**src/verilog/cmddec_defs.svh**
```systemverilog
////////////////////////////////////////////////////////////
// Command and IDB decode field widths and decode codes
// Shared by the field package, the decoders and the testbench
////////////////////////////////////////////////////////////
`ifndef CMDDEC_DEFS_SVH
`define CMDDEC_DEFS_SVH

// Microinstruction field widths
`define CMDDEC_COMM_W 5   // Command field
`define CMDDEC_IDBS_W 5   // IDB source field
`define CMDDEC_MIS_W  2   // Misc field
`define CMDDEC_PIL_W  4   // Current interrupt level

// IDB source selecting the register file
`define IDBS_RF   5'h05

// Command codes seen by the control-store decoder
`define CMD_LDEXM 5'h0A   // Load examine register
`define CMD_VEX   5'h11   // Vector exception test
`define MIS_VEX   2'b01   // Misc qualifier for CMD_VEX
`define CMD_RWCS  5'h14   // Read/write control store
`define CMD_RET   5'h1E   // Return

`endif

```
**src/verilog/cmddec_ctrl_pkg.sv**
```systemverilog
////////////////////////////////////////////////////////////
// Output strobe types for the command and IDB decode sheet
// Strobe groups per decoder and the cache-write state
////////////////////////////////////////////////////////////
`default_nettype none

package cmddec_ctrl_pkg;

  // Register file strobes, both active low
  typedef struct packed {
    logic erf_n;     // Enable register file write
    logic rrf_n;     // Read register file onto IDB
  } rf_strobe_t;

  // Control-store and exception strobes
  typedef struct packed {
    logic ldexm_n;   // Load examine register
    logic vex;       // Vector exception, active high
    logic opclcs;    // Opcode load from control store
    logic rwcs_n;    // Read/write control store
    logic rt_n;      // Return
  } cs_strobe_t;

  // Cache write sequence and level flag, all active high
  typedef struct packed {
    logic cup;       // Cache update, second access cycle
    logic cwr;       // Cache write, first access cycle
    logic lev0;      // Interrupt level is zero
  } cache_strobe_t;

  // Cache write sequencer
  typedef enum logic [1:0] {
    CACHE_IDLE   = 2'b00,
    CACHE_WRITE  = 2'b01,
    CACHE_UPDATE = 2'b10
  } cache_state_t;

  // Inactive values, used at reset and during pd1
  localparam rf_strobe_t    RF_OFF    = '{erf_n: 1'b1, rrf_n: 1'b1};
  localparam cs_strobe_t    CS_OFF    = '{ldexm_n: 1'b1, vex: 1'b0, opclcs: 1'b0,
                                          rwcs_n: 1'b1, rt_n: 1'b1};
  localparam cache_strobe_t CACHE_OFF = '{cup: 1'b0, cwr: 1'b0, lev0: 1'b0};

endpackage

`default_nettype wire

```
**src/verilog/cmddec_field_pkg.sv**
```systemverilog
////////////////////////////////////////////////////////////
// Input field types for the command and IDB decode sheet
// Microinstruction slice plus the interrupt level
////////////////////////////////////////////////////////////
`default_nettype none

`include "cmddec_defs.svh"

package cmddec_field_pkg;

  // Command field of the current microinstruction
  typedef logic [`CMDDEC_COMM_W-1:0] cscomm_t;

  // Selects which unit drives the IDB
  typedef logic [`CMDDEC_IDBS_W-1:0] csidbs_t;

  // Misc qualifier bits
  typedef logic [`CMDDEC_MIS_W-1:0] csmis_t;

  // Current interrupt level from the interrupt logic
  typedef logic [`CMDDEC_PIL_W-1:0] pil_t;

  // Microinstruction slice used by the sheet
  // Command in the top bits, misc in the bottom
  typedef struct packed {
    cscomm_t cscomm;   // Bits 11:7
    csidbs_t csidbs;   // Bits 6:2
    csmis_t  csmis;    // Bits 1:0
  } ucode_field_t;

  // Idle microinstruction, handy for drive code
  localparam ucode_field_t UCODE_NOP = '{
    cscomm: '0,
    csidbs: '0,
    csmis:  '0
  };

endpackage

`default_nettype wire

```
**src/verilog/cmd_idb_decode.sv**
```systemverilog
////////////////////////////////////////////////////////////
// Command and IDB decode sheet
// Joins the register file, control store and cache
// decoders and forms the break line
////////////////////////////////////////////////////////////
`timescale 1ns/1ps
`default_nettype none

module cmd_idb_decode (
  input  wire                            clk,
  input  wire                            rst_n,
  input  wire                            pd1,       // Power down forces all strobes inactive
  input  cmddec_field_pkg::ucode_field_t ucode,     // Microinstruction slice
  input  wire                            idb2,
  input  wire                            lcs_n,     // Load control store
  input  wire                            wrtrf,     // Write register file
  input  cmddec_field_pkg::pil_t         pil,       // Interrupt level
  input  wire                            mreq_n,    // Memory request
  input  wire                            wca_n,     // Write cache
  input  wire                            cgabrk_n,  // Break from gate array
  output cmddec_ctrl_pkg::rf_strobe_t    rf,
  output cmddec_ctrl_pkg::cs_strobe_t    cs,
  output cmddec_ctrl_pkg::cache_strobe_t cache,
  output wire                            brk_n      // Active low break line
);

  // Break only when the gate array asks and no vector exception is flagged
  assign brk_n = cgabrk_n | cs.vex;

  // Register file strobes
  regfile_strobe_dec u_regfile_strobe_dec (
    .clk    (clk),
    .rst_n  (rst_n),
    .pd1    (pd1),
    .csidbs (ucode.csidbs),   // Only the IDB source field
    .wrtrf  (wrtrf),
    .lcs_n  (lcs_n),
    .rf     (rf)
  );

  // Control store commands and vector exception
  cstore_cmd_dec u_cstore_cmd_dec (
    .clk    (clk),
    .rst_n  (rst_n),
    .pd1    (pd1),
    .ucode  (ucode),
    .lcs_n  (lcs_n),
    .idb2   (idb2),
    .cs     (cs)
  );

  // Level zero and cache write sequence
  level_cache_dec u_level_cache_dec (
    .clk    (clk),
    .rst_n  (rst_n),
    .pd1    (pd1),
    .pil    (pil),
    .mreq_n (mreq_n),
    .wca_n  (wca_n),
    .cache  (cache)
  );

endmodule

`default_nettype wire

```
**src/verilog/cstore_cmd_dec.sv**
```systemverilog
////////////////////////////////////////////////////////////
// Control-store command decode
// Command and misc fields to registered control-store
// strobes and the vector exception flag
////////////////////////////////////////////////////////////
`timescale 1ns/1ps
`default_nettype none

`include "cmddec_defs.svh"

module cstore_cmd_dec (
  input  wire                          clk,
  input  wire                          rst_n,
  input  wire                          pd1,     // Power down
  input  cmddec_field_pkg::ucode_field_t ucode, // Current microinstruction slice
  input  wire                          lcs_n,   // Load control store
  input  wire                          idb2,    // IDB bit 2
  output cmddec_ctrl_pkg::cs_strobe_t  cs
);

  cmddec_field_pkg::cscomm_t   comm;   // Command field
  cmddec_field_pkg::csmis_t    mis;    // Misc field
  cmddec_ctrl_pkg::cs_strobe_t cs_d;   // Next strobe values

  // Per-command hits
  logic hit_ldexm;
  logic hit_vex;
  logic hit_rwcs;
  logic hit_ret;
  logic hit_opcl;   // Opcode fetch during control store load

  assign comm = ucode.cscomm;
  assign mis  = ucode.csmis;

  always_comb begin
    hit_ldexm = (comm == `CMD_LDEXM);
    hit_vex   = (comm == `CMD_VEX) && (mis == `MIS_VEX);   // Needs qualifier
    hit_rwcs  = (comm == `CMD_RWCS);
    hit_ret   = (comm == `CMD_RET);
    hit_opcl  = ~lcs_n & idb2;
  end

  // Pack into output polarity
  always_comb begin
    cs_d         = cmddec_ctrl_pkg::CS_OFF;
    cs_d.ldexm_n = ~hit_ldexm;
    cs_d.vex     = hit_vex;        // Active high, feeds break gate
    cs_d.opclcs  = hit_opcl;       // Active high
    cs_d.rwcs_n  = ~hit_rwcs;
    cs_d.rt_n    = ~hit_ret;
  end

  // Output register, no stall
  // A new command may enter every cycle
  always_ff @(posedge clk or negedge rst_n) begin
    if (!rst_n) begin
      cs <= cmddec_ctrl_pkg::CS_OFF;
    end else if (pd1) begin
      cs <= cmddec_ctrl_pkg::CS_OFF;   // Inactive while powered down
    end else begin
      cs <= cs_d;
    end
  end

  // Command strobes are mutually exclusive
  a_cmd_onehot : assert property (
    @(posedge clk) disable iff (!rst_n)
    $onehot0({~cs.ldexm_n, ~cs.rwcs_n, ~cs.rt_n})
  ) else $error("more than one control-store command strobe low");

endmodule

`default_nettype wire

```
**src/verilog/level_cache_dec.sv**
```systemverilog
////////////////////////////////////////////////////////////
// Level-zero detect and cache write sequencer
// An accepted write gives one cycle of cwr, then one of cup
// Requests outside idle are dropped
////////////////////////////////////////////////////////////
`timescale 1ns/1ps
`default_nettype none

module level_cache_dec (
  input  wire                            clk,
  input  wire                            rst_n,
  input  wire                            pd1,     // Power down
  input  cmddec_field_pkg::pil_t         pil,     // Current interrupt level
  input  wire                            mreq_n,  // Memory request
  input  wire                            wca_n,   // Write cache strobe
  output cmddec_ctrl_pkg::cache_strobe_t cache
);

  cmddec_ctrl_pkg::cache_state_t state;
  cmddec_ctrl_pkg::cache_state_t state_nxt;
  logic                          wr_req;   // Write request this cycle
  logic                          lev0_q;   // Registered level-zero flag

  assign wr_req = ~mreq_n & ~wca_n;

  // Sequencer next state
  always_comb begin
    state_nxt = state;
    case (state)
      cmddec_ctrl_pkg::CACHE_IDLE: begin
        if (wr_req) begin
          state_nxt = cmddec_ctrl_pkg::CACHE_WRITE;   // Accept
        end
      end
      cmddec_ctrl_pkg::CACHE_WRITE: begin
        state_nxt = cmddec_ctrl_pkg::CACHE_UPDATE;    // Fixed length, no wait
      end
      cmddec_ctrl_pkg::CACHE_UPDATE: begin
        state_nxt = cmddec_ctrl_pkg::CACHE_IDLE;
      end
      default: begin
        state_nxt = cmddec_ctrl_pkg::CACHE_IDLE;      // Unused encoding
      end
    endcase
  end

  // State register
  always_ff @(posedge clk or negedge rst_n) begin
    if (!rst_n) begin
      state <= cmddec_ctrl_pkg::CACHE_IDLE;
    end else if (pd1) begin
      state <= cmddec_ctrl_pkg::CACHE_IDLE;   // Abort any access
    end else begin
      state <= state_nxt;
    end
  end

  // Level zero flag, one cycle from pil
  always_ff @(posedge clk or negedge rst_n) begin
    if (!rst_n) begin
      lev0_q <= 1'b0;
    end else if (pd1) begin
      lev0_q <= 1'b0;
    end else begin
      lev0_q <= (pil == '0);
    end
  end

  // Strobes straight from state flops
  assign cache.cwr  = (state == cmddec_ctrl_pkg::CACHE_WRITE);
  assign cache.cup  = (state == cmddec_ctrl_pkg::CACHE_UPDATE);
  assign cache.lev0 = lev0_q;

  // Write and update never overlap
  a_cwr_cup_excl : assert property (
    @(posedge clk) disable iff (!rst_n)
    !(cache.cwr && cache.cup)
  ) else $error("cwr and cup high together");

  // Update follows write unless powered down in between
  a_cup_after_cwr : assert property (
    @(posedge clk) disable iff (!rst_n)
    (cache.cwr && !pd1) |=> cache.cup
  ) else $error("cup missing after cwr");

endmodule

`default_nettype wire

```
**src/verilog/regfile_strobe_dec.sv**
```systemverilog
////////////////////////////////////////////////////////////
// Register file strobe decode
// Registers the IDB read and write enable strobes
// Forces both strobes inactive while pd1 is high
////////////////////////////////////////////////////////////
`timescale 1ns/1ps
`default_nettype none

`include "cmddec_defs.svh"

module regfile_strobe_dec (
  input  wire                          clk,
  input  wire                          rst_n,
  input  wire                          pd1,      // Power down, outputs go inactive
  input  cmddec_field_pkg::csidbs_t    csidbs,   // IDB source field
  input  wire                          wrtrf,    // Write to register file
  input  wire                          lcs_n,    // Load control store, blocks both strobes
  output cmddec_ctrl_pkg::rf_strobe_t  rf
);

  cmddec_ctrl_pkg::rf_strobe_t rf_d;   // Next strobe values
  logic                        rd_sel; // IDB sourced from register file
  logic                        cs_busy;

  assign rd_sel  = (csidbs == `IDBS_RF);
  assign cs_busy = ~lcs_n;   // Control store load owns the cycle

  // Decode terms, active low out
  always_comb begin
    rf_d.rrf_n = ~(rd_sel & ~cs_busy);
    rf_d.erf_n = ~(wrtrf & ~cs_busy);
  end

  // Output register
  always_ff @(posedge clk or negedge rst_n) begin
    if (!rst_n) begin
      rf <= cmddec_ctrl_pkg::RF_OFF;
    end else if (pd1) begin
      rf <= cmddec_ctrl_pkg::RF_OFF;   // Powered down
    end else begin
      rf <= rf_d;
    end
  end

  // Power down quiets the register file on the next cycle
  a_pd1_quiet : assert property (
    @(posedge clk) disable iff (!rst_n)
    pd1 |=> (rf.rrf_n && rf.erf_n)
  ) else $error("regfile strobe active after pd1");

endmodule

`default_nettype wire
```
**config.mk**
```make
export PLATFORM = sky130hd
export DESIGN_NAME = cmd_idb_decode
export DESIGN_NICKNAME = d
export VERILOG_FILES = /design/src/verilog/cmddec_ctrl_pkg.sv /design/src/verilog/cmddec_field_pkg.sv /design/src/verilog/cmd_idb_decode.sv /design/src/verilog/cstore_cmd_dec.sv /design/src/verilog/level_cache_dec.sv /design/src/verilog/regfile_strobe_dec.sv
export VERILOG_INCLUDE_DIRS = /design/src /design/src/verilog
export SDC_FILE = /design/constraint.sdc
export NUM_CORES = 1
export LEC_CHECK = 0
export ABC_CLOCK_PERIOD_IN_PS = 2000
export BUFFER_PORTS_ARGS = -buffer_cell sky130_fd_sc_hd__buf_4
export CAP_MARGIN = 20
export CORE_AREA = 2 2 39 41
export CTS_BUF_LIST = sky130_fd_sc_hd__clkbuf_2 sky130_fd_sc_hd__clkbuf_4 sky130_fd_sc_hd__clkbuf_8
export DETAILED_ROUTE_END_ITERATION = 16
export DIE_AREA = 0 0 41 43
export HOLD_SLACK_MARGIN = 0.15
export PLACE_DENSITY = 0.69
export SETUP_SLACK_MARGIN = 0.1
export SLEW_MARGIN = 0
export SYNTH_ARGS = -nofsm -noshare
export SYNTH_HDL_FRONTEND = slang
export SYNTH_SLANG_ARGS = --single-unit
```
**constraint.sdc**
```tcl
create_clock -name clk -period 2 [get_ports clk]
set_clock_uncertainty 0.15 [all_clocks]
set_input_delay 0.3 -clock clk [delete_from_list [all_inputs] [get_ports clk]]
set_output_delay 0.3 -clock clk [all_outputs]
set_load 0.01 [all_outputs]
```
* After elaboration in Yosys (flattened, before gate mapping)
Cells that the tools add are included.
** Word-level totals
- Input port bits :: 25
- Logic and storage cells :: 40
- Output and inout port bits :: 11
- Bits in registers :: 10
** Cells by class
- Equal/unequal tests :: 9
- Reduce and logical (&&, ||, !) cells :: 3
- Bitwise logic cells :: 13
- Multiplexer cells :: 6
** Operators with widths (count)
- $eq 5x5->1 const B :: 3
- $not 1->1 :: 8
- $mux 2 :: 3
- $eq 5x3->1 const B :: 1
- $eq 5x4->1 const B :: 1
- $mux 5 :: 1
- $and 1x1->1 :: 4
- $eq 2x1->1 const B :: 2
- $logic_not 4->1 :: 1
- $pmux 2 s2 :: 1
- $ne 3x2->1 const B :: 1
- $eq 2x2->1 const B :: 1
- $logic_not 2->1 :: 1
- $logic_and 1x1->1 :: 1
- $mux 1 :: 1
- $or 1x1->1 :: 1

* Logic depth before layout (Yosys ltp)
Gate-level depths: netlist of the first run.
- Depth in word-level cells :: 5
- Depth in mapped cells :: 3
- Mapped depth without buffers :: 2

* Cells and area by module
Synthesis of the first run repeated with hierarchy kept, for this count alone.
** Second synthesis, totals
- Cell total of the unflattened synthesis :: 33
- Area total of the unflattened synthesis :: 412.9 um^2
** Modules (own cells, without submodules)
- cstore_cmd_dec :: instances 1, area an instance 197.7 um^2, cells each 15
- level_cache_dec :: instances 1, area an instance 126.4 um^2, cells each 11
- regfile_strobe_dec :: instances 1, area an instance 82.6 um^2, cells each 6
- cmd_idb_decode :: instances 1, area an instance 6.3 um^2, cells each 1

* Worst setup path before layout of the first run
Ideal clock, no wire load.
- Kind :: input to register
- From :: input port pd1
- To :: register u_cstore_cmd_dec.cs[3] (netlist name)
- Setup time :: 96 ps
- Arrival time :: 1078 ps
- Slack :: 676 ps
- Cell stages on the path :: 3
- Cell sequence :: buf_6 > or4b_4 > nor4_2
** Between the ends
- Longest elaborated chain between the ends :: 1
** Ends and longest elaborated chain
- start, declared :: RTL line cmd_idb_decode.sv:12 : input wire pd1,
- $mux 5 :: RTL line cstore_cmd_dec.sv:58 : end else if (pd1) begin
No other way between the ends.
A chain may end at the register's enable or synchronous reset.

* Worst setup path after layout of the first run
- From :: input port ucode[7] in the netlist's numbering
- To :: register u_cstore_cmd_dec.cs[0] (netlist name)
** Between the ends
- Longest elaborated chain between the ends :: 3
** Ends and longest elaborated chain
- start, declared :: RTL line cmd_idb_decode.sv:13 : input cmddec_field_pkg::ucode_field_t ucode,
- $eq 5x5->1 (no line)
- $not 1->1 :: RTL line cstore_cmd_dec.sv:50 : cs_d.rt_n = ~hit_ret;
- $mux 5 :: RTL line cstore_cmd_dec.sv:58
No other way between the ends.

==> summary.txt, run 1 <==
Setup path
  • CP max stage cell: dlygate4sd3_1
  • CP arrival: 1.87 ns
  • Worst EP required: 2.04 ns
  • CP max stage delay: 0.56 ns
  • Worst Path Buf+Inv: 3
  • WS Path Type: in2reg
  • Crit end category: flip-flop
  • Cell family with most CP delay: buffers and inverters
  • Worst Path Max Fanout: 3
  • CP Launch Type: input port
  • Crit-path cells: dlygate4sd3_1 > buf_4 > nor2b_1 > nand4_1 > dlygate4sd3_1
  • Crit-path most repeated cell: dlygate4sd3_1

Pwr
  • Sequential share of power: 0.450
  • Switching part of the total: 0.2234
  • Clk network pwr share: 0.348
  • Logic pwr share: 0.202
  • P_leak: 0.4305 nW
  • Pwr/cell area: 507.7 nW/um^2
  • Pint: 0.0003611 W
  • Peak supply drop: 0.3764 mV
  • Switching power: 0.0001039 W

Drt
  • Wire per inst: 12.55 um
  • Drt drc: 0
  • First-pass DRT Iterations: 4
  • Total Wirelength: 1305 um
  • Post-route ant nets: 0
  • Iteration-0 DRC count of the detailed router: 5
  • Vias per cell: 4.587
  • Vias: 477

Synth
  • Commonest cells post-synth: dfrtp_1, dfstp_2, nor2b_1
  • Post-synth top area share: 0.3079
  • Largest family of logic cells by synthesized area: simple AND/OR/NAND/NOR gates
  • Leading area contributor after synthesis: dfstp_2
  • Post-synthesis sequential area ratio: 0.6012
  • Synth unique cells: 20
  • Post-synthesis adder-cell area fraction: 0
  • Mean post-synth cell area: 12.93 um^2
  • Yosys reg bits: 10
  • Syn Nets: 58
  • Synth area leaders: dfstp_2, dfrtp_1, nor2b_1
  • Post-Synth XOR/XNOR Area: 0
  • Ys async rst share: 1.000
  • Simple-gate share of the synthesized area: 0.3548
  • Synth warn: 0
  • Post-synth EDFFs: 0
  • Mapped cell area: 426.7 um^2
  • Compound-Gate Fraction of Synth Area: 0
  • Post-Syn Instances: 33
  • Most used DFF post-synth: dfstp_2
  • Proportion of synthesized area in mux cells: 0

Floorplan
  • Io pins: 36
  • Row count: 14
  • Die height: 43 um
  • Chip Width: 41 um
  • Core Region: 1384 um^2
  • Die area: 1763 um^2
  • Starting density of the core: 0.3083

Timing
  • RSZ-0062 raised after global routing: false
  • Final worst path period need: 1.831 ns
  • Fin. Hold Viols: 0
  • Post-Route Setup TNS: 0 ns
  • Fmax: 546.1 MHz
  • Slew margin rel.: 0.8262
  • Slew Viols, Final: 0
  • Fin crit share: 0.9157
  • Slew @ Worst Pin: 0.2571 ns
  • Hold_ws: 0.1548 ns
  • Final setup viols: 0

GRT
  • Vias in the first global route: 454
  • Initial antenna violation count: 0
  • First-pass GRT wire length: 1987 um
  • Largest net degree at the start of global routing: 11
  • GRT Util Overall: 0.1758
  • Gr ovfl total: 0

Placed design
  • Placed cell areas: 690.7 um^2
  • Port bufs: 35
  • Cells after DPL: 82
  • Final GP Congestion: 0.7883

Clock network
  • CTS buffer count: 3
  • Total clock sinks: 10
  • Worst skew pair latency: 0.27 ns
  • Reg clk slew, reported paths: 0.06 ns
  • # H-tree levels: 1
  • CTS tree: done
  • Post-CTS Setup Bufs: 0
  • CTS max path bufs: 2
  • Root Driver: clkbuf_4

Final layout
  • Final instance area: 915.9 um^2
  • Inserted Diodes: 0
  • Fin cells: 104
  • Layout net count: 114
  • Core Util, Final: 0.6618
  • Layout cells sized above 1: 0.5682
  • Area grow syn2layout: 114.7%

Worst hold path
  • Min-Delay Path Class: in2reg

Flow run
  • Max Cap Viol: 0

Status
  • Outcome: finished, final reports clean
==> layer usage <==
metal | GRT usage | vias to the layer above | wire length [um]
li1 | - | 228 | -
met1 | 0.2007 | 224 | 488
met2 | 0.2781 | 21 | 717
met3 | 0.03141 | 4 | 68
met4 | 0.1200 | 0 | 30
met5 | 0 | - | 0
==> stage by stage <==
| stage | worst slack [ns] | power (W) |
|---|---|---|
| after floorplan | 0.6762 | 0.0002307 |
| after global placement | 0.6019 | 0.0002785 |
| after detailed placement | 0.5606 | 0.0002796 |
| after CTS | 0.1490 | 0.0004585 |
| after global routing | 0.1075 | 0.0004874 |
| final | 0.1687 | 0.0004650 |
==> state kept, by name, summed over array words and instances, names as in the netlist <==
signal / count
u_regfile_strobe_dec.rf: 2
u_cstore_cmd_dec.cs: 5
u_level_cache_dec.state: 2
u_level_cache_dec.lev0_q: 1
==> final cells by class <==
class / count / area (um^2)
fillers: 112 / 467.9
repair buffers: 53 / 442.9
flip-flops and latches: 10 / 256.5
multi-input cells: 21 / 166.4
clock buffers: 4 / 30.03
well taps: 16 / 20.02
==> cell usage in the layout, fill, tap and decap left out, drive strengths merged <==
| cell | synthesis | routed |
|---|---|---|
| nor4b | 1 | 1 |
| nand3 | 1 | 1 |
| or2 | 1 | 1 |
| buf | 2 | 35 |
| nand4b | 1 | 1 |
| dfstp | 5 | 5 |
| clkbuf | 0 | 4 |
| nand2b | 1 | 1 |
| nand4 | 1 | 1 |
| nor3b | 1 | 1 |
| nand3b | 1 | 1 |
| and2b | 2 | 2 |
| or4 | 2 | 2 |
| dfrtp | 5 | 5 |
| or4b | 1 | 1 |
| nor2b | 3 | 3 |
| nand2 | 1 | 1 |
| nor4 | 2 | 2 |
| nor2 | 2 | 2 |
| dlygate4sd3 | 0 | 18 |
==> worst reg2reg max path, cell delays in order (launching register included) <==
cell	delay [ns]
dfrtp_1	0.38
or4_1	0.54
nor2_1	0.10
==> power groups by stage <==
stage / Sequential [W] / Clock, W / Combinational (W)
final: 0.000209 / 0.000162 / 0.0000939
after global routing: 0.000210 / 0.000177 / 0.000101
after CTS: 0.000209 / 0.000163 / 0.0000860
after detailed placement: 0.000213 / 0 / 0.0000668
after global placement: 0.000212 / 0 / 0.0000661
after floorplan: 0.000214 / 0 / 0.0000170
==> cells by family after synthesis <==
group	after synthesis
simple gates	21
flops	10
buf+inv	2
==> final timing paths <==
check,start,endpoint,slack (ns),cells after the start
max in group asynchronous,rst_n,u_cstore_cmd_dec.cs[0],1.24,2
min in group asynchronous,rst_n,u_level_cache_dec.lev0_q,0.23,2
setup reg to reg,u_level_cache_dec.state[1],u_level_cache_dec.state[0],0.77,2
hold / removal,ucode[9],u_cstore_cmd_dec.cs[4],0.15,3
hold reg to reg,u_level_cache_dec.state[1],u_level_cache_dec.state[0],0.40,2
setup / recovery,ucode[7],u_cstore_cmd_dec.cs[0],0.17,5
==> what timing repair did <==
action                                 in CTS  in global routing
setup endpoints to repair                   0                  1
hold buffers                               17                  2
endpoints found under the hold margin      19                  1
resized for setup                           0                  2
Note: power is estimated with default switching activity, not from simulation.
==> run 2: changes to the inputs <==
GPL_TIMING_DRIVEN = 0   (was default)
==> summary.txt, run 2 (synthesis gave the netlist of run 1 again) <==
Setup path
  • FF-to-FF setup slack: 0.77 ns (about the same)
  • Worst EP required: 2.03 ns (about the same)
  • CP max stage delay: 0.56 ns (about the same)
  • Crit-path most repeated cell: dlygate4sd3_1
  • WS Path Type: in2reg
  • Crit-path cells: dlygate4sd3_1 > buf_4 > nor4_2 > nand3_1 > dlygate4sd3_1
  • R2r endpoint: u_level_cache_dec.state[0]
  • CP arrival: 1.91 ns (+0.04 ns)
  • CP max stage cell: dlygate4sd3_1
  • Crit end category: flip-flop
  • Reg-to-Reg Start: u_level_cache_dec.state[0]
  • Worst Path Max Fanout: 3 (unchanged)
  • CP Launch Type: input port
  • Reg2Reg Depth: 2 (unchanged)

Timing
  • Final setup viols: 0 (unchanged)
  • Fmax: 531.6 MHz (-2.6%)
  • RSZ-0062 raised after global routing: false
  • Fin crit share: 0.9405 (+0.02488)
  • Slew margin rel.: 0.8422 (+0.01598)
  • Fin. Hold Viols: 0 (unchanged)
  • Slew Viols, Final: 0 (unchanged)
  • Post-Route Setup TNS: 0 ns (unchanged)
  • Slew @ Worst Pin: 0.2361 ns (-0.02096 ns)
  • Hold_ws: 0.2154 ns (+0.06058 ns)
  • Final worst path period need: 1.881 ns (+0.04976 ns)

Drt
  • Vias per cell: 4.654 (+1.5%)
  • Total Wirelength: 1315 um (+0.77%)
  • Iteration-0 DRC count of the detailed router: 11 (+6)
  • Vias: 484 (+1.5%)
  • Post-route ant nets: 0 (unchanged)
  • Wire per inst: 12.64 um (+0.77%)
  • Drt drc: 0 (unchanged)
  • First-pass DRT Iterations: 4 (unchanged)

Clock network
  • # H-tree levels: 1 (unchanged)
  • CTS buffer count: 3 (unchanged)
  • Total clock sinks: 10 (unchanged)
  • Reg clk slew, reported paths: 0.06 ns (about the same)
  • CTS max path bufs: 2 (unchanged)
  • Worst skew pair latency: 0.27 ns (about the same)
  • Root Driver: clkbuf_4
  • CTS tree: done

Placed design
  • Final GP Congestion: 0.7339 (-6.9%)
  • Cells after DPL: 83 (+1.2%)
  • Placed cell areas: 701.9 um^2 (+1.6%)
  • Port bufs: 34 (-2.9%)

GRT
  • Largest net degree at the start of global routing: 11 (unchanged)
  • Initial antenna violation count: 0 (unchanged)
  • GRT Util Overall: 0.1709 (-0.004908)
  • Vias in the first global route: 481 (+5.9%)
  • First-pass GRT wire length: 1932 um (-2.8%)
  • Gr ovfl total: 0 (unchanged)

Final layout
  • Layout cells sized above 1: 0.5909 (+0.02273)
  • Reg with most FFs: u_cstore_cmd_dec.cs
  • Area grow syn2layout: 114.4%
  • Fillers: 106 (-5.4%)
  • Final instance area: 914.6 um^2 (-0.14%)
  • Commonest cells after routing, fill and taps aside: buf_4, dlygate4sd3_1, dfstp_2, dfrtp_1, clkbuf_4
  • Commonest non-fill, non-tap cell in the layout: buf_4
  • Max reg flops: 5 (unchanged)
  • Largest registers: u_cstore_cmd_dec.cs: 5 flops, u_level_cache_dec.state: 2 flops, u_regfile_strobe_dec.rf: 2 flops
  • Inserted Diodes: 0 (unchanged)
  • Fin cells: 104 (unchanged)
  • Layout net count: 114 (unchanged)

Floorplan
  • Starting density of the core: 0.3083 (unchanged)
  • Die area: 1763 um^2 (unchanged)
  • Die height: 43 um (unchanged)
  • Row count: 14 (unchanged)
  • Chip Width: 41 um (unchanged)
  • Core Region: 1384 um^2 (unchanged)
  • Io pins: 36 (unchanged)

Pwr
  • Peak supply drop: 0.2455 mV (-35%)
  • Sequential share of power: 0.453 (+0.003)
  • Logic pwr share: 0.200 (-0.002)
  • Pint: 0.0003603 W (-0.22%)
  • Pwr/cell area: 504.4 nW/um^2 (-0.65%)
  • P_leak: 0.4307 nW (about the same)
  • Clk network pwr share: 0.347 (about the same)
  • Switching part of the total: 0.2190 (-0.004461)
  • Switching power: 0.0001010 W (-2.8%)

Worst hold path
  • Hold path depth: 3 (unchanged)
  • Worst hold endpoint: u_cstore_cmd_dec.cs[1]
  • Worst hold start: ucode[8]
  • Min-Delay Path Class: in2reg

Status
  • Outcome: finished, final reports clean

Flow run
  • Max Cap Viol: 0 (unchanged)
==> run 2: cell types whose count changed in the layout (fill, tap and decap cells not counted), sizes merged <==
cell	delta
buf	+1
dlygate4sd3	-1
==> run 2: routing by layer <==
layer / wire length, um / vias to the layer above / track usage / part of all wire
met4: 16 / 0 / 0.1200 / 0.012
li1: - / 229 / - / -
met3: 74 / 2 / 0.04712 / 0.056
met2: 789 / 19 / 0.2906 / 0.60
met5: 0 / - / 0 / 0
met1: 435 / 234 / 0.1611 / 0.33
==> run 2: layout make-up <==
type | count | area (um^2) | share of cell area
Timing Repair Buffer | 51 | 425.4 | 0.4651
Sequential cell | 10 | 256.5 | 0.2804
Multi-Input combinational cell | 21 | 163.9 | 0.1792
Clock buffer | 4 | 30.03 | 0.03283
Tap cell | 16 | 20.02 | 0.02189
Buffer | 2 | 18.77 | 0.02052
==> run 2: timing repair <==
item / CTS / global route
endpoints found under the hold margin: 19 / 0
resized for setup: 0 / 2
endpoints found under the setup margin: 0 / 2
hold buffers: 17 / 0
setup buffers: 0 / 0
==> run 2: worst max-delay path by stage <==
stage,cells after the start,endpoint,from
after CTS,5,u_cstore_cmd_dec.cs[4],ucode[7]
after global routing,5,u_cstore_cmd_dec.cs[4],ucode[7]
after detailed placement,3,u_cstore_cmd_dec.cs[3],ucode[8]
final,5,u_cstore_cmd_dec.cs[4],ucode[7]
after floorplan,3,u_cstore_cmd_dec.cs[3],pd1
after global placement,3,u_cstore_cmd_dec.cs[3],ucode[8]
==> run 2: through the flow <==
| stage | power (W) | util | setup slack [ns] |
|---|---|---|---|
| after global placement | 0.0002794 | 0.5072 | 0.5860 |
| after CTS | 0.0004603 | 0.6519 | 0.1452 |
| after floorplan | 0.0002307 | - | 0.6762 |
| after detailed placement | 0.0002811 | 0.5072 | 0.5714 |
| after global routing | 0.0004875 | 0.6609 | 0.1033 |
| final | 0.0004613 | 0.6609 | 0.1189 |
==> run 2: power by group through the flow <==
| stage | Combinational, W | Clock (W) | Sequential (W) |
|---|---|---|---|
| floorplan | 0.0000170 | 0 | 0.000214 |
| global placement | 0.0000670 | 0 | 0.000212 |
| detailed placement | 0.0000686 | 0 | 0.000213 |
| CTS | 0.0000886 | 0.000163 | 0.000209 |
| global route | 0.0000985 | 0.000180 | 0.000209 |
| finish | 0.0000921 | 0.000160 | 0.000209 |
==> run 2: critical path: cells and delay by family <==
family	cells	cell delay, ns
buffers and inverters	3	1.25
AND/OR/NAND/NOR	2	0.36
==> run 3: changes to the inputs <==
MAX_ROUTING_LAYER = met4   (was default)
==> summary.txt, run 3 (synthesis gave the netlist of run 1 again) <==
Status
  • Outcome: finished, final reports clean

Pwr
  • Logic pwr share: 0.199 (about the same)
  • P_leak: 0.4307 nW (unchanged)
  • Sequential share of power: 0.454 (about the same)
  • Switching power: 0.0001004 W (-0.59%)
  • Clk network pwr share: 0.347 (about the same)
  • Pint: 0.0003603 W (about the same)
  • Pwr/cell area: 503.7 nW/um^2 (-0.13%)
  • Switching part of the total: 0.2180 (-0.001011)
  • Peak supply drop: 0.2455 mV (about the same)

Floorplan
  • Row count: 14 (unchanged)
  • Die area: 1763 um^2 (unchanged)
  • Die height: 43 um (unchanged)
  • Chip Width: 41 um (unchanged)
  • Starting density of the core: 0.3083 (unchanged)
  • Core Region: 1384 um^2 (unchanged)
  • Io pins: 36 (unchanged)

Timing
  • Fin. Hold Viols: 0 (unchanged)
  • Post-Route Setup TNS: 0 ns (unchanged)
  • RSZ-0062 raised after global routing: true
  • Final setup viols: 0 (unchanged)
  • Fmax: 533.8 MHz (+0.41%)
  • Slew @ Worst Pin: 0.2252 ns (-0.01090 ns)
  • Fin crit share: 0.9367 (-0.003799)
  • Slew margin rel.: 0.8494 (+0.007286)
  • Final worst path period need: 1.873 ns (-0.007597 ns)
  • Slew Viols, Final: 0 (unchanged)

GRT
  • Gr ovfl total: 0 (unchanged)
  • GRT Util Overall: 0.1721 (+0.001149)
  • Largest net degree at the start of global routing: 11 (unchanged)
  • Vias in the first global route: 486 (+1.0%)
  • First-pass GRT wire length: 1918 um (-0.72%)
  • Initial antenna violation count: 0 (unchanged)

Placed design
  • Port bufs: 34 (unchanged)
  • Final GP Congestion: 0.7428 (+1.2%)
  • Placed cell areas: 701.9 um^2 (unchanged)

Setup path
  • Reg-to-Reg Start: u_level_cache_dec.state[0]
  • CP arrival: 1.91 ns (about the same)
  • Reg2Reg Depth: 2 (unchanged)
  • Crit end category: flip-flop
  • Crit-path most repeated cell: dlygate4sd3_1
  • Cell family with most CP delay: buffers and inverters
  • CP max stage cell: dlygate4sd3_1
  • CP max stage delay: 0.56 ns (about the same)
  • Worst EP required: 2.03 ns (about the same)
  • CP Launch Type: input port
  • WS Path Type: in2reg
  • R2r endpoint: u_level_cache_dec.state[0]
  • Worst Path Buf+Inv: 3 (unchanged)
  • Worst Path Max Fanout: 3 (unchanged)
  • CP Launch Point: ucode[7]
  • FF-to-FF setup slack: 0.77 ns (about the same)
  • Crit-path cells: dlygate4sd3_1 > buf_4 > nor4_2 > nand3_1 > dlygate4sd3_1

Flow run
  • Max Cap Viol: 0 (unchanged)

Clock network
  • Worst skew pair latency: 0.27 ns (about the same)
  • CTS max path bufs: 2 (unchanged)
  • CTS buffer count: 3 (unchanged)
  • Post-CTS Setup Bufs: 0 (unchanged)
  • Root Driver: clkbuf_4
  • CTS tree: done
  • Reg clk slew, reported paths: 0.06 ns (about the same)
  • # H-tree levels: 1 (unchanged)
  • Total clock sinks: 10 (unchanged)

Final layout
  • Inserted Diodes: 0 (unchanged)
  • Area grow syn2layout: 114.4% (unchanged)
  • Largest registers: u_cstore_cmd_dec.cs: 5 flops, u_level_cache_dec.state: 2 flops, u_regfile_strobe_dec.rf: 2 flops
  • Final instance area: 914.6 um^2 (unchanged)
  • Commonest cells after routing, fill and taps aside: buf_4, dlygate4sd3_1, dfstp_2, dfrtp_1, clkbuf_4
  • Max reg flops: 5 (unchanged)
  • Reg with most FFs: u_cstore_cmd_dec.cs
  • Commonest non-fill, non-tap cell in the layout: buf_4
  • Layout net count: 114 (unchanged)
  • Fillers: 106 (unchanged)
  • Layout cells sized above 1: 0.5909 (unchanged)

Worst hold path
  • Worst hold endpoint: u_cstore_cmd_dec.cs[1]
  • Hold path depth: 3 (unchanged)
  • Worst hold start: ucode[8]
  • Min-Delay Path Class: in2reg

Drt
  • First-pass DRT Iterations: 3 (-1)
  • Vias: 488 (+0.83%)
  • Post-route ant nets: 0 (unchanged)
  • Wire per inst: 12.52 um (-0.99%)
  • Drt drc: 0 (unchanged)
  • Total Wirelength: 1302 um (-0.99%)
  • Iteration-0 DRC count of the detailed router: 4 (-7)
  • Vias per cell: 4.692 (+0.83%)
## run 3: power groups by stage
stage | sequential (W) | clock [W] | combinational, W
CTS | 0.000209 | 0.000163 | 0.0000886
finish | 0.000209 | 0.000160 | 0.0000918
global route | 0.000209 | 0.000177 | 0.0000985
global placement | 0.000212 | 0 | 0.0000670
detailed placement | 0.000213 | 0 | 0.0000686
floorplan | 0.000214 | 0 | 0.0000170
## run 3: layer usage
metal	up-vias	wire length, um	share of wire	GRT usage
li1	230	-	-	-
met1	237	418	0.32	0.1611
met2	18	792	0.61	0.2906
met3	3	68	0.052	0.03141
met4	0	23	0.018	0.1200
met5	-	0	0	-
## run 3: what timing repair did
action,4_1_cts,5_1_grt
endpoints found under the setup margin,0,2
hold buffers,17,0
gates resized for setup,0,2
endpoints found under the hold margin,19,0
## run 3: final cells by class
cell class | count | area, um^2 | share of cell area
multi-input cells | 21 | 163.9 | 0.1792
repair buffers | 51 | 425.4 | 0.4651
clock buffers | 4 | 30.03 | 0.03283
well taps | 16 | 20.02 | 0.02189
plain buffers | 2 | 18.77 | 0.02052
flip-flops and latches | 10 | 256.5 | 0.2804
## run 3: how the worst max path moves through the flow
stage	to	slack, ns	depth (start not counted)
6_report	u_cstore_cmd_dec.cs[4]	0.13	5
5_1_grt	u_cstore_cmd_dec.cs[4]	0.1	5
4_1_cts	u_cstore_cmd_dec.cs[4]	0.15	5
3_5_place_dp	u_cstore_cmd_dec.cs[3]	0.57	3
3_3_place_gp	u_cstore_cmd_dec.cs[3]	0.59	3
2_1_floorplan	u_cstore_cmd_dec.cs[3]	0.68	3
## run 3: worst register-to-register path, stage by stage (launching register included)
cell and delay (ns):
dfrtp_1 0.39, or4_1 0.52, nor2_1 0.11
## run 3: per-stage QoR
stage               std cells  setup WS, ns  power [W]  hold WS, ns  utilization
global placement           83        0.5860  0.0002794     -0.01852       0.5072
floorplan                  33        0.6762  0.0002307      -0.1456            -
detailed placement         83        0.5714  0.0002811     -0.01823       0.5072
global route              104       0.09814  0.0004850       0.2172       0.6609
finish                    104        0.1265  0.0004607       0.2139       0.6609
CTS                       104        0.1452  0.0004603       0.2083       0.6519
